$ cat config.mk
export PLATFORM = sky130hd
export DESIGN_NAME = rv32i_decoder
export DESIGN_NICKNAME = d
export VERILOG_FILES = /design/src/rv32i_decoder_pkg.sv /design/src/alu_decoder.sv /design/src/branch_jump_decoder.sv /design/src/load_store_decoder.sv /design/src/rv32i_decoder.sv /design/src/system_decoder.sv
export SDC_FILE = /design/constraint.sdc
export NUM_CORES = 1
export LEC_CHECK = 0
export BUFFER_PORTS_ARGS = -buffer_cell sky130_fd_sc_hd__clkbuf_2
export CORE_UTILIZATION = 55
export DETAILED_ROUTE_END_ITERATION = 12
export GPL_ROUTABILITY_DRIVEN = 0
export PLACE_DENSITY_LB_ADDON = 0.05
export SLEW_MARGIN = 20
export SYNTH_ARGS = -nofsm -noshare
export SYNTH_HDL_FRONTEND = slang
export SYNTH_HIERARCHICAL = 1
export SYNTH_SLANG_ARGS = --single-unit
$ cat constraint.sdc
create_clock -name vclk -period 4.7
set_input_delay 0.94 -clock vclk [all_inputs]
set_output_delay 0.94 -clock vclk [all_outputs]
set_load 0.1 [all_outputs]
$ cat src/rv32i_decoder_pkg.sv
// Opcodes, instruction layout, control enums, control bundle and its constant values
package rv32i_decoder_pkg;

        //////////////////////////////
        // Major opcodes
        //////////////////////////////

        localparam logic [6:0] OPCODE_JAL    = 7'h6f;
        localparam logic [6:0] OPCODE_JALR   = 7'h67;
        localparam logic [6:0] OPCODE_BRANCH = 7'h63;
        localparam logic [6:0] OPCODE_LOAD   = 7'h03;
        localparam logic [6:0] OPCODE_STORE  = 7'h23;
        localparam logic [6:0] OPCODE_LUI    = 7'h37;
        localparam logic [6:0] OPCODE_AUIPC  = 7'h17;
        localparam logic [6:0] OPCODE_OPIMM  = 7'h13;
        localparam logic [6:0] OPCODE_OP     = 7'h33;
        localparam logic [6:0] OPCODE_FENCE  = 7'h0f; // FENCE and FENCE.I
        localparam logic [6:0] OPCODE_SYSTEM = 7'h73; // Privileged and CSR

        localparam logic [6:0] FUNCT7_ZERO = 7'h00;
        localparam logic [6:0] FUNCT7_ALT  = 7'h20; // Bit 30 picks SUB and SRA

        // funct12 of the privileged instructions
        localparam logic [11:0] SYS_ECALL  = 12'h000;
        localparam logic [11:0] SYS_EBREAK = 12'h001;
        localparam logic [11:0] SYS_MRET   = 12'h302;
        localparam logic [11:0] SYS_DRET   = 12'h7b2; // Debug mode only
        localparam logic [11:0] SYS_WFI    = 12'h105;

        // R-type view, the other formats reuse these bit positions
        typedef struct packed {
                logic [6:0] funct7;
                logic [4:0] rs2;
                logic [4:0] rs1;
                logic [2:0] funct3;
                logic [4:0] rd;
                logic [6:0] opcode;
        } rv32_instr_t;

        //////////////////////////////
        // Control encodings
        //////////////////////////////

        // Zero code of every enum is the idle value
        typedef enum logic [3:0] {
                ALU_ADD, ALU_SUB, ALU_SLT, ALU_SLTU, ALU_XOR, ALU_OR, ALU_AND, ALU_SLL,
                ALU_SRL, ALU_SRA, ALU_EQ, ALU_NE, ALU_LT, ALU_GE, ALU_LTU, ALU_GEU
        } alu_op_e;

        typedef enum logic [1:0] {OP_A_NONE, OP_A_REGA_OR_FWD, OP_A_CURRPC, OP_A_IMM} op_a_sel_e;
        typedef enum logic [1:0] {OP_B_NONE, OP_B_REGB_OR_FWD, OP_B_IMM} op_b_sel_e;
        typedef enum logic [1:0] {OP_C_NONE, OP_C_REGB_OR_FWD, OP_C_BCH} op_c_sel_e;
        typedef enum logic {IMMA_ZERO, IMMA_Z} imm_a_sel_e; // Z is the CSR uimm in rs1
        typedef enum logic [2:0] {IMMB_NONE, IMMB_I, IMMB_S, IMMB_U, IMMB_PCINCR} imm_b_sel_e;
        typedef enum logic [1:0] {CT_NONE, CT_JAL, CT_JALR, CT_BCH} ctrl_xfer_e;
        typedef enum logic [1:0] {CSR_OP_READ, CSR_OP_WRITE, CSR_OP_SET, CSR_OP_CLEAR} csr_op_e;

        // Controller status seen by the decoder
        typedef struct packed {
                logic debug_mode;
                logic debug_wfi_no_sleep; // Keep WFI from sleeping while stepping
        } ctrl_fsm_t;

        //////////////////////////////
        // Control bundle
        //////////////////////////////

        typedef struct packed {
                logic       alu_en;
                logic       alu_bch;
                logic       alu_jmp;
                logic       alu_jmpr;      // Jump target from rs1
                logic       lsu_en;
                logic       lsu_we;
                logic       lsu_sign_ext;
                logic       sys_en;
                logic       csr_en;
                logic [1:0] lsu_type;      // Byte, half, word
                op_a_sel_e  alu_op_a_mux_sel;
                op_b_sel_e  alu_op_b_mux_sel;
                op_c_sel_e  op_c_mux_sel;
                imm_a_sel_e imm_a_mux_sel;
                imm_b_sel_e imm_b_mux_sel;
                alu_op_e    alu_operator;
                csr_op_e    csr_op;
                ctrl_xfer_e ctrl_xfer;
                logic       rf_we;
                logic [1:0] rf_re;         // Bit 0 rs1, bit 1 rs2
                logic       sys_fencei_insn;
                logic       sys_ecall_insn;
                logic       sys_ebrk_insn;
                logic       sys_mret_insn;
                logic       sys_dret_insn;
                logic       sys_wfi_insn;
                logic       illegal_insn;  // Bit 0 of the bundle
        } decoder_ctrl_t;

        localparam decoder_ctrl_t DECODER_CTRL_NONE    = decoder_ctrl_t'(0);
        localparam decoder_ctrl_t DECODER_CTRL_ILLEGAL = decoder_ctrl_t'(1); // Only illegal_insn

endpackage

$ cat src/alu_decoder.sv
// Group decoder for LUI, AUIPC and the register-immediate and register-register ALU ops
`timescale 1ns/1ps

module alu_decoder import rv32i_decoder_pkg::*; (
        input  rv32_instr_t   instr_i,
        output decoder_ctrl_t ctrl_o,
        output logic          hit_o
);

        always_comb begin
                ctrl_o        = DECODER_CTRL_NONE;
                hit_o         = 1'b1;
                ctrl_o.alu_en = 1'b1; // Cleared below when not an ALU opcode
                ctrl_o.rf_we  = 1'b1; // Every op here writes rd
                case (instr_i.opcode)
                OPCODE_LUI: begin
                        // U immediate plus zero
                        ctrl_o.alu_op_a_mux_sel = OP_A_IMM;
                        ctrl_o.alu_op_b_mux_sel = OP_B_IMM;
                        ctrl_o.imm_a_mux_sel    = IMMA_ZERO;
                        ctrl_o.imm_b_mux_sel    = IMMB_U;
                end
                OPCODE_AUIPC: begin
                        ctrl_o.alu_op_a_mux_sel = OP_A_CURRPC;
                        ctrl_o.alu_op_b_mux_sel = OP_B_IMM;
                        ctrl_o.imm_b_mux_sel    = IMMB_U;
                end
                OPCODE_OPIMM: begin
                        ctrl_o.alu_op_a_mux_sel = OP_A_REGA_OR_FWD;
                        ctrl_o.alu_op_b_mux_sel = OP_B_IMM;
                        ctrl_o.imm_b_mux_sel    = IMMB_I;
                        ctrl_o.rf_re[0]         = 1'b1;
                        case (instr_i.funct3)
                        3'b000: ctrl_o.alu_operator = ALU_ADD;
                        3'b010: ctrl_o.alu_operator = ALU_SLT;
                        3'b011: ctrl_o.alu_operator = ALU_SLTU;
                        3'b100: ctrl_o.alu_operator = ALU_XOR;
                        3'b110: ctrl_o.alu_operator = ALU_OR;
                        3'b111: ctrl_o.alu_operator = ALU_AND;
                        3'b001: begin
                                ctrl_o.alu_operator = ALU_SLL;
                                if (instr_i.funct7 != FUNCT7_ZERO)
                                        ctrl_o = DECODER_CTRL_ILLEGAL;
                        end
                        default: begin // Right shifts
                                if (instr_i.funct7 == FUNCT7_ZERO)
                                        ctrl_o.alu_operator = ALU_SRL;
                                else if (instr_i.funct7 == FUNCT7_ALT)
                                        ctrl_o.alu_operator = ALU_SRA;
                                else
                                        ctrl_o = DECODER_CTRL_ILLEGAL;
                        end
                        endcase
                end
                OPCODE_OP: begin
                        ctrl_o.alu_op_a_mux_sel = OP_A_REGA_OR_FWD;
                        ctrl_o.alu_op_b_mux_sel = OP_B_REGB_OR_FWD;
                        ctrl_o.rf_re            = 2'b11;
                        case ({instr_i.funct7, instr_i.funct3})
                        {FUNCT7_ZERO, 3'b000}: ctrl_o.alu_operator = ALU_ADD;
                        {FUNCT7_ALT,  3'b000}: ctrl_o.alu_operator = ALU_SUB;
                        {FUNCT7_ZERO, 3'b001}: ctrl_o.alu_operator = ALU_SLL;
                        {FUNCT7_ZERO, 3'b010}: ctrl_o.alu_operator = ALU_SLT;
                        {FUNCT7_ZERO, 3'b011}: ctrl_o.alu_operator = ALU_SLTU;
                        {FUNCT7_ZERO, 3'b100}: ctrl_o.alu_operator = ALU_XOR;
                        {FUNCT7_ZERO, 3'b101}: ctrl_o.alu_operator = ALU_SRL;
                        {FUNCT7_ALT,  3'b101}: ctrl_o.alu_operator = ALU_SRA;
                        {FUNCT7_ZERO, 3'b110}: ctrl_o.alu_operator = ALU_OR;
                        {FUNCT7_ZERO, 3'b111}: ctrl_o.alu_operator = ALU_AND;
                        default:               ctrl_o = DECODER_CTRL_ILLEGAL; // M ext and reserved
                        endcase
                end
                default: begin
                        ctrl_o = DECODER_CTRL_NONE;
                        hit_o  = 1'b0;
                end
                endcase
        end

endmodule

$ cat src/branch_jump_decoder.sv
// Group decoder for JAL, JALR and the conditional branches
`timescale 1ns/1ps

module branch_jump_decoder import rv32i_decoder_pkg::*; (
        input  rv32_instr_t   instr_i,
        output decoder_ctrl_t ctrl_o,
        output logic          hit_o
);

        always_comb begin
                ctrl_o = DECODER_CTRL_NONE;
                hit_o  = 1'b1;
                case (instr_i.opcode)
                OPCODE_JAL, OPCODE_JALR: begin
                        // Link address is PC plus the increment
                        ctrl_o.alu_en           = 1'b1;
                        ctrl_o.alu_jmp          = 1'b1;
                        ctrl_o.alu_op_a_mux_sel = OP_A_CURRPC;
                        ctrl_o.alu_op_b_mux_sel = OP_B_IMM;
                        ctrl_o.imm_b_mux_sel    = IMMB_PCINCR;
                        ctrl_o.alu_operator     = ALU_ADD;
                        ctrl_o.rf_we            = 1'b1;        // Write link register
                        ctrl_o.ctrl_xfer        = CT_JAL;
                        if (instr_i.opcode == OPCODE_JALR) begin
                                ctrl_o.alu_jmpr  = 1'b1;       // Target from rs1, hazard check
                                ctrl_o.rf_re[0]  = 1'b1;
                                ctrl_o.ctrl_xfer = CT_JALR;
                                if (instr_i.funct3 != 3'b000)
                                        ctrl_o = DECODER_CTRL_ILLEGAL;
                        end
                end
                OPCODE_BRANCH: begin
                        ctrl_o.alu_en           = 1'b1;
                        ctrl_o.alu_bch          = 1'b1;
                        ctrl_o.alu_op_a_mux_sel = OP_A_REGA_OR_FWD;
                        ctrl_o.alu_op_b_mux_sel = OP_B_REGB_OR_FWD;
                        ctrl_o.op_c_mux_sel     = OP_C_BCH;    // Branch target path
                        ctrl_o.rf_re            = 2'b11;
                        ctrl_o.ctrl_xfer        = CT_BCH;
                        case (instr_i.funct3)
                        3'b000:  ctrl_o.alu_operator = ALU_EQ;
                        3'b001:  ctrl_o.alu_operator = ALU_NE;
                        3'b100:  ctrl_o.alu_operator = ALU_LT;
                        3'b101:  ctrl_o.alu_operator = ALU_GE;
                        3'b110:  ctrl_o.alu_operator = ALU_LTU;
                        3'b111:  ctrl_o.alu_operator = ALU_GEU;
                        default: ctrl_o = DECODER_CTRL_ILLEGAL; // funct3 2 and 3
                        endcase
                end
                default: hit_o = 1'b0; // Not a control transfer
                endcase
        end

endmodule

$ cat src/load_store_decoder.sv
// Group decoder for loads and stores with access width and sign extension
`timescale 1ns/1ps

module load_store_decoder import rv32i_decoder_pkg::*; (
        input  rv32_instr_t   instr_i,
        output decoder_ctrl_t ctrl_o,
        output logic          hit_o
);

        always_comb begin
                ctrl_o = DECODER_CTRL_NONE;
                hit_o  = 1'b1;
                case (instr_i.opcode)
                OPCODE_LOAD: begin
                        ctrl_o.lsu_en           = 1'b1;
                        ctrl_o.rf_we            = 1'b1;
                        ctrl_o.rf_re[0]         = 1'b1;             // Base address
                        ctrl_o.alu_op_a_mux_sel = OP_A_REGA_OR_FWD;
                        ctrl_o.alu_op_b_mux_sel = OP_B_IMM;         // Offset
                        ctrl_o.imm_b_mux_sel    = IMMB_I;
                        ctrl_o.lsu_sign_ext     = ~instr_i.funct3[2]; // LBU and LHU zero extend
                        ctrl_o.lsu_type         = instr_i.funct3[1:0];
                        // Reserved widths and the RV64 LD
                        if (instr_i.funct3 == 3'b011 || instr_i.funct3[2:1] == 2'b11)
                                ctrl_o = DECODER_CTRL_ILLEGAL;
                end
                OPCODE_STORE: begin
                        ctrl_o.lsu_en           = 1'b1;
                        ctrl_o.lsu_we           = 1'b1;
                        ctrl_o.rf_re            = 2'b11;
                        ctrl_o.alu_op_a_mux_sel = OP_A_REGA_OR_FWD;
                        ctrl_o.alu_op_b_mux_sel = OP_B_IMM;
                        ctrl_o.op_c_mux_sel     = OP_C_REGB_OR_FWD; // Store data
                        ctrl_o.imm_b_mux_sel    = IMMB_S;
                        ctrl_o.lsu_type         = instr_i.funct3[1:0];
                        if (instr_i.funct3 >= 3'b011)
                                ctrl_o = DECODER_CTRL_ILLEGAL; // Only SB, SH, SW
                end
                default: hit_o = 1'b0;
                endcase
        end

endmodule

$ cat src/rv32i_decoder.sv
// Top of the RV32I decoder merging the four opcode-group decoders
`timescale 1ns/1ps

module rv32i_decoder import rv32i_decoder_pkg::*; (
        input  rv32_instr_t   instr_i,
        input  ctrl_fsm_t     ctrl_fsm_i,
        output decoder_ctrl_t decoder_ctrl_o
);

        decoder_ctrl_t bj_ctrl, ls_ctrl, alu_ctrl, sys_ctrl; // Idle unless their group hits
        logic          bj_hit,  ls_hit,  alu_hit,  sys_hit;

        branch_jump_decoder branch_jump_decoder_i (
                .instr_i (instr_i),
                .ctrl_o  (bj_ctrl),
                .hit_o   (bj_hit)
        );

        load_store_decoder load_store_decoder_i (
                .instr_i (instr_i),
                .ctrl_o  (ls_ctrl),
                .hit_o   (ls_hit)
        );

        alu_decoder alu_decoder_i (
                .instr_i (instr_i),
                .ctrl_o  (alu_ctrl),
                .hit_o   (alu_hit)
        );

        system_decoder system_decoder_i (
                .instr_i    (instr_i),
                .ctrl_fsm_i (ctrl_fsm_i),
                .ctrl_o     (sys_ctrl),
                .hit_o      (sys_hit)
        );

        // At most one group hits, so OR is a plain merge
        always_comb begin
                decoder_ctrl_o = decoder_ctrl_t'(bj_ctrl | ls_ctrl | alu_ctrl | sys_ctrl);
                if (!(bj_hit || ls_hit || alu_hit || sys_hit))
                        decoder_ctrl_o.illegal_insn = 1'b1; // Unknown opcode
        end

endmodule

$ cat src/system_decoder.sv
// Group decoder for FENCE, the privileged SYSTEM instructions and CSR accesses
`timescale 1ns/1ps

module system_decoder import rv32i_decoder_pkg::*; (
        input  rv32_instr_t   instr_i,
        input  ctrl_fsm_t     ctrl_fsm_i,
        output decoder_ctrl_t ctrl_o,
        output logic          hit_o
);

        logic [11:0] funct12; // Privileged instruction code

        assign funct12 = {instr_i.funct7, instr_i.rs2};

        always_comb begin
                ctrl_o = DECODER_CTRL_NONE;
                hit_o  = 1'b1;
                case (instr_i.opcode)
                OPCODE_FENCE: begin
                        // FENCE handled as the stronger FENCE.I, both flush the pipeline
                        ctrl_o.sys_en          = 1'b1;
                        ctrl_o.sys_fencei_insn = 1'b1;
                        if (instr_i.funct3[2:1] != 2'b00)
                                ctrl_o = DECODER_CTRL_ILLEGAL;
                end
                OPCODE_SYSTEM: begin
                        if (instr_i.funct3 == 3'b000) begin
                                ctrl_o.sys_en = 1'b1;
                                case (funct12)
                                SYS_ECALL:  ctrl_o.sys_ecall_insn = 1'b1;
                                SYS_EBREAK: ctrl_o.sys_ebrk_insn  = 1'b1;
                                SYS_MRET:   ctrl_o.sys_mret_insn  = 1'b1;
                                SYS_DRET: begin
                                        if (ctrl_fsm_i.debug_mode)
                                                ctrl_o.sys_dret_insn = 1'b1;
                                        else
                                                ctrl_o = DECODER_CTRL_ILLEGAL;
                                end
                                // No sleep while single stepping
                                SYS_WFI:    ctrl_o.sys_wfi_insn = ~ctrl_fsm_i.debug_wfi_no_sleep;
                                default:    ctrl_o = DECODER_CTRL_ILLEGAL;
                                endcase
                                if (instr_i.rs1 != 5'd0 || instr_i.rd != 5'd0)
                                        ctrl_o = DECODER_CTRL_ILLEGAL;
                        end else begin
                                // CSR access, address in the I immediate
                                ctrl_o.csr_en           = 1'b1;
                                ctrl_o.rf_we            = 1'b1;
                                ctrl_o.alu_op_b_mux_sel = OP_B_IMM;
                                ctrl_o.imm_a_mux_sel    = IMMA_Z;
                                ctrl_o.imm_b_mux_sel    = IMMB_I;
                                if (instr_i.funct3[2]) begin
                                        ctrl_o.alu_op_a_mux_sel = OP_A_IMM; // rs1 field is uimm
                                end else begin
                                        ctrl_o.alu_op_a_mux_sel = OP_A_REGA_OR_FWD;
                                        ctrl_o.rf_re[0]         = 1'b1;
                                end
                                // Set or clear with x0 or zero uimm writes nothing
                                case (instr_i.funct3[1:0])
                                2'b01: ctrl_o.csr_op = CSR_OP_WRITE;
                                2'b10: ctrl_o.csr_op = (instr_i.rs1 == 5'd0) ? CSR_OP_READ : CSR_OP_SET;
                                2'b11: ctrl_o.csr_op = (instr_i.rs1 == 5'd0) ? CSR_OP_READ : CSR_OP_CLEAR;
                                default: ctrl_o = DECODER_CTRL_ILLEGAL;
                                endcase
                        end
                end
                default: hit_o = 1'b0;
                endcase
        end

endmodule

[After elaboration in Yosys (flattened, before gate mapping)]
Index checks and enable logic that the tools add are counted.
Storage, ports and cells
  register bits after elaboration: 0
  input bits: 34
  output and inout port bits: 39
  word-level logic and storage cells: 122
Cells by class
  order comparisons: 1
  equal/unequal tests: 36
  mux-type cells: 54
  bitwise logic cells: 5
  reduce and logical (&&, ||, !) cells: 26
Operators with widths (count)
  one-hot mux 39 bit (2 select lines): 3
  2-to-1 mux 39 bit: 4
  bitwise OR 39 bit: 3
  2-to-1 mux 21 bit: 4
  2-to-1 mux 35 bit: 2
  2-to-1 mux 32 bit: 2
  one-hot mux 18 bit (3 select lines): 1
  one-hot mux 26 bit (2 select lines): 1
  one-hot mux 21 bit (2 select lines): 1
  == test 10 x 3 -> 1 bit (second input constant): 4
  2-to-1 mux 10 bit: 4
  one-hot mux 4 bit (9 select lines): 1
  one-hot mux 11 bit (3 select lines): 1
  2-to-1 mux 29 bit: 1
  == test 7 x 6 -> 1 bit (second input constant): 4
  == test 7 bit (second input constant): 4
  one-hot mux 14 bit (2 select lines): 1
  one-hot mux 4 bit (7 select lines): 1
  one-hot mux 4 bit (6 select lines): 1
  == test 10 x 2 -> 1 bit (second input constant): 2
  == test 10 x 9 -> 1 bit (second input constant): 2
  2-to-1 mux 17 bit: 1
  one-hot mux 4 bit (4 select lines): 1
  == test 7 x 5 -> 1 bit (second input constant): 2
  other kinds (37): 71

[Depth between registers and ports, before layout]
  depth in word-level cells: 8
  depth in mapped cells: 7
  depth with buffers taken out: 7

[Modules after synthesis]
Netlist, hierarchy kept.
Modules (own cells, without submodules)
  alu_decoder: times used 1, cells each 76, area each 489.2 sq um, sequential area each 0.0 sq um
  system_decoder: times used 1, cells each 76, area each 484.2 sq um, sequential area each 0.0 sq um
  branch_jump_decoder: times used 1, cells each 59, area each 430.4 sq um, sequential area each 0.0 sq um
  load_store_decoder: times used 1, cells each 51, area each 410.4 sq um, sequential area each 0.0 sq um
  rv32i_decoder: times used 1, cells each 40, area each 300.3 sq um, sequential area each 0.0 sq um

[Worst setup path after synthesis]
No wires, ideal clock.
  path type: input to output
  start point: input instr_i[6] (netlist bit)
  end point: output decoder_ctrl_o[0] (netlist bit)
  arrival time: 4502 ps
  required time: 3760 ps
  path slack: -742 ps
  stages: 5
  buffers on the path: 1
  cell sequence: nor2b_1 -> nand4_1 -> buf_6 -> a21oi_1 -> o41ai_1
RTL lines
  from (decl): RTL line rv32i_decoder.sv:5  | input rv32_instr_t instr_i,
  to (decl): RTL line rv32i_decoder.sv:7  | output decoder_ctrl_t decoder_ctrl_o

==> flow_metrics.env <==
export IMPL_pwr_share_seq_pct=0
export IMPL_maxSlewHeadroom_pct=59.67
export IMPL_grt_overflow=0
export IMPL_vdd_ir_drop_max_mv=0.04918
export IMPL_fin_tns_setup_ns=0
export IMPL_nFillCells=409
export IMPL_final_common_cell="conb_1"
export IMPL_nets=379
export IMPL_drtAntennaViolNets=0
export IMPL_hold_buffers=0
export IMPL_finish_instance_area_mm2=0.001992
export IMPL_die_h_um=64.01
export IMPL_fin_util_pct=54.41
export IMPL_rsz0062_at_grt="false"
export IMPL_dr_pass1_iters=4
export IMPL_post_route_min_period_ns=4.201
export IMPL_syn_to_final_growth_pct=-5.799
export IMPL_synth_cell_types=51
export IMPL_post_cts_setup_buffer_count=0
export IMPL_min_period_over_period_pct=89.38
export IMPL_p_leak_nw=0.9701
export IMPL_rows=22
export IMPL_max_freq_mhz=238.1
export IMPL_status="finished, final reports clean"
export IMPL_ctsResizeCount=0
export IMPL_place_ws_ns=0.4936
export IMPL_first_iter_violations=53
export IMPL_vias=1837
export IMPL_p_switching_mw=0.1613
export IMPL_min_path_type="input port to output port"
export IMPL_ff_latch_area_um2=0
export IMPL_antenna_found_initial=0
export IMPL_arrival_ns=3.26
export IMPL_antenna_cells=0
export IMPL_netlist_area_mm2=0.002115
export IMPL_drc=0
export IMPL_grt_pass1_vias=1437
export IMPL_setup_ws_ns=0.4992
export IMPL_initial_core_util_pct=57.76
export IMPL_grt_start_max_net_pins=21
export IMPL_swShare_pct=79.37
export IMPL_yosysWarnings=6
export IMPL_clkPwrFrac_pct=0
export IMPL_required_ns=3.76
export IMPL_nClkBuffers=0
export IMPL_p_int_mw=0.04193
export IMPL_worstSetupEndpointType="output port"
export IMPL_hpwlAfterDp_um=3160
export IMPL_die_w_um=64.01
export IMPL_die_area_mm2=0.004097
export IMPL_ys_seq_area_share_pct=0
export IMPL_vias_per_cell=4.698
export IMPL_cp_start_kind="input port"
export IMPL_avgRoutedWirePerCell_um=9.875
export IMPL_core_area_mm2=0.003661
export IMPL_numPortBuffers=73
export IMPL_power_density_mw_per_mm2=102.0
export IMPL_setup_viol=0
export IMPL_holdWs_ns=2.672
export IMPL_tightest_slew_ns=0.6031
export IMPL_synth_cells=302
export IMPL_grt_pass1_wl_um=6375
export IMPL_path_class="input port to output port"
export IMPL_maxCapViolCount=0
export IMPL_io_pins=73
export IMPL_path_max_fanout=11
export IMPL_grt_total_usage_pct=18.54
export IMPL_syn_area_per_cell_um2=7.002
export IMPL_routed_wl_um=3861
export IMPL_pwr_share_comb_pct=100.0
export IMPL_layout_common_cells="conb_1, clkbuf_2, or4_1"
export IMPL_placed_cell_area_mm2=0.001992
export IMPL_seq_cells=0
export IMPL_final_hold_viol_count=0
export IMPL_drive_above_1_share_pct=27.70
export IMPL_slew_viol_final=0
[cells by family (layout without fill, tap and decap cells)]
kind of cell / Yosys count / count (layout) / share of synthesized area [%]
AOI/OAI and AO/OA: 36 / 36 / 12.90
buffers and inverters: 130 / 86 / 44.38
and+or+nand+nor: 130 / 130 / 41.18
other: 4 / 89 / 0.7099
xor gates and xnor gates: 2 / 2 / 0.8286
[worst max-delay path, stage by stage]
cell	delay, ns
clkbuf_2	0.24
nand2_1	0.08
or4_4	0.53
or4_4	0.51
or2_4	0.27
nor3_1	0.13
or4_1	0.12
clkbuf_2	0.44
[cell type report]
| type | instances | area, µm² | area share, % |
|---|---|---|---|
| inverter | 9 | 33.78 | 1.696 |
| multi-input combinational | 257 | 1503 | 75.44 |
| tap | 48 | 60.06 | 3.015 |
| timing repair buffer | 77 | 395.4 | 19.85 |
[power by group through the flow]
stage	clock network [mW]	registers [mW]	logic (mW)
finish	0	0	0.203
global placement	0	0	0.202
detailed placement	0	0	0.202
CTS	0	0	0.202
global route	0	0	0.217
floorplan	0	0	0.213
[layer usage]
metal	vias up	GRT usage [%]	share of wire, %
li1	986	-	-
met5	-	0	0
met1	810	26.38	49
met2	41	32.85	47
met4	0	0	0
met3	0	0.1786	4.0
[synth_stat cells, drive strengths merged, types with 2 or more instances]
| cell type | count | share of area, % |
|---|---|---|
| nand4 | 4 | 1.2 |
| conb | 4 | 0.71 |
| nor2b | 4 | 1.2 |
| and3 | 3 | 0.89 |
| or2 | 4 | 1.4 |
| nand2 | 13 | 2.3 |
| o41ai | 3 | 1.2 |
| nand3 | 5 | 1.2 |
| nand2b | 3 | 0.89 |
| inv | 9 | 1.6 |
| or3 | 2 | 0.83 |
| nor4b | 2 | 1.5 |
| nand4bb | 2 | 1.1 |
| nor3 | 12 | 3.1 |
| o21ai | 3 | 0.71 |
| buf | 118 | 42 |
| nor3b | 2 | 0.71 |
| clkbuf | 3 | 0.59 |
| o31a | 2 | 0.83 |
| nor2 | 18 | 3.2 |
| nor4 | 10 | 4.6 |
| xor2 | 2 | 0.83 |
| a211oi | 5 | 2.0 |
| or4 | 43 | 16 |
| a21oi | 12 | 2.8 |
[through the flow]
stage / power (mW) / instances
floorplan: 0.2131 / 387
global placement: 0.2021 / 391
detailed placement: 0.2021 / 391
CTS: 0.2023 / 391
global route: 0.2171 / 391
finish: 0.2032 / 391
[final timing paths]
path     startpoint                end  slack, ns  cells past startpoint
max      instr_i[5]  decoder_ctrl_o[5]       0.50                      8
min   ctrl_fsm_i[0]  decoder_ctrl_o[1]       2.67                      4
(Power assumes the default switching activity.)
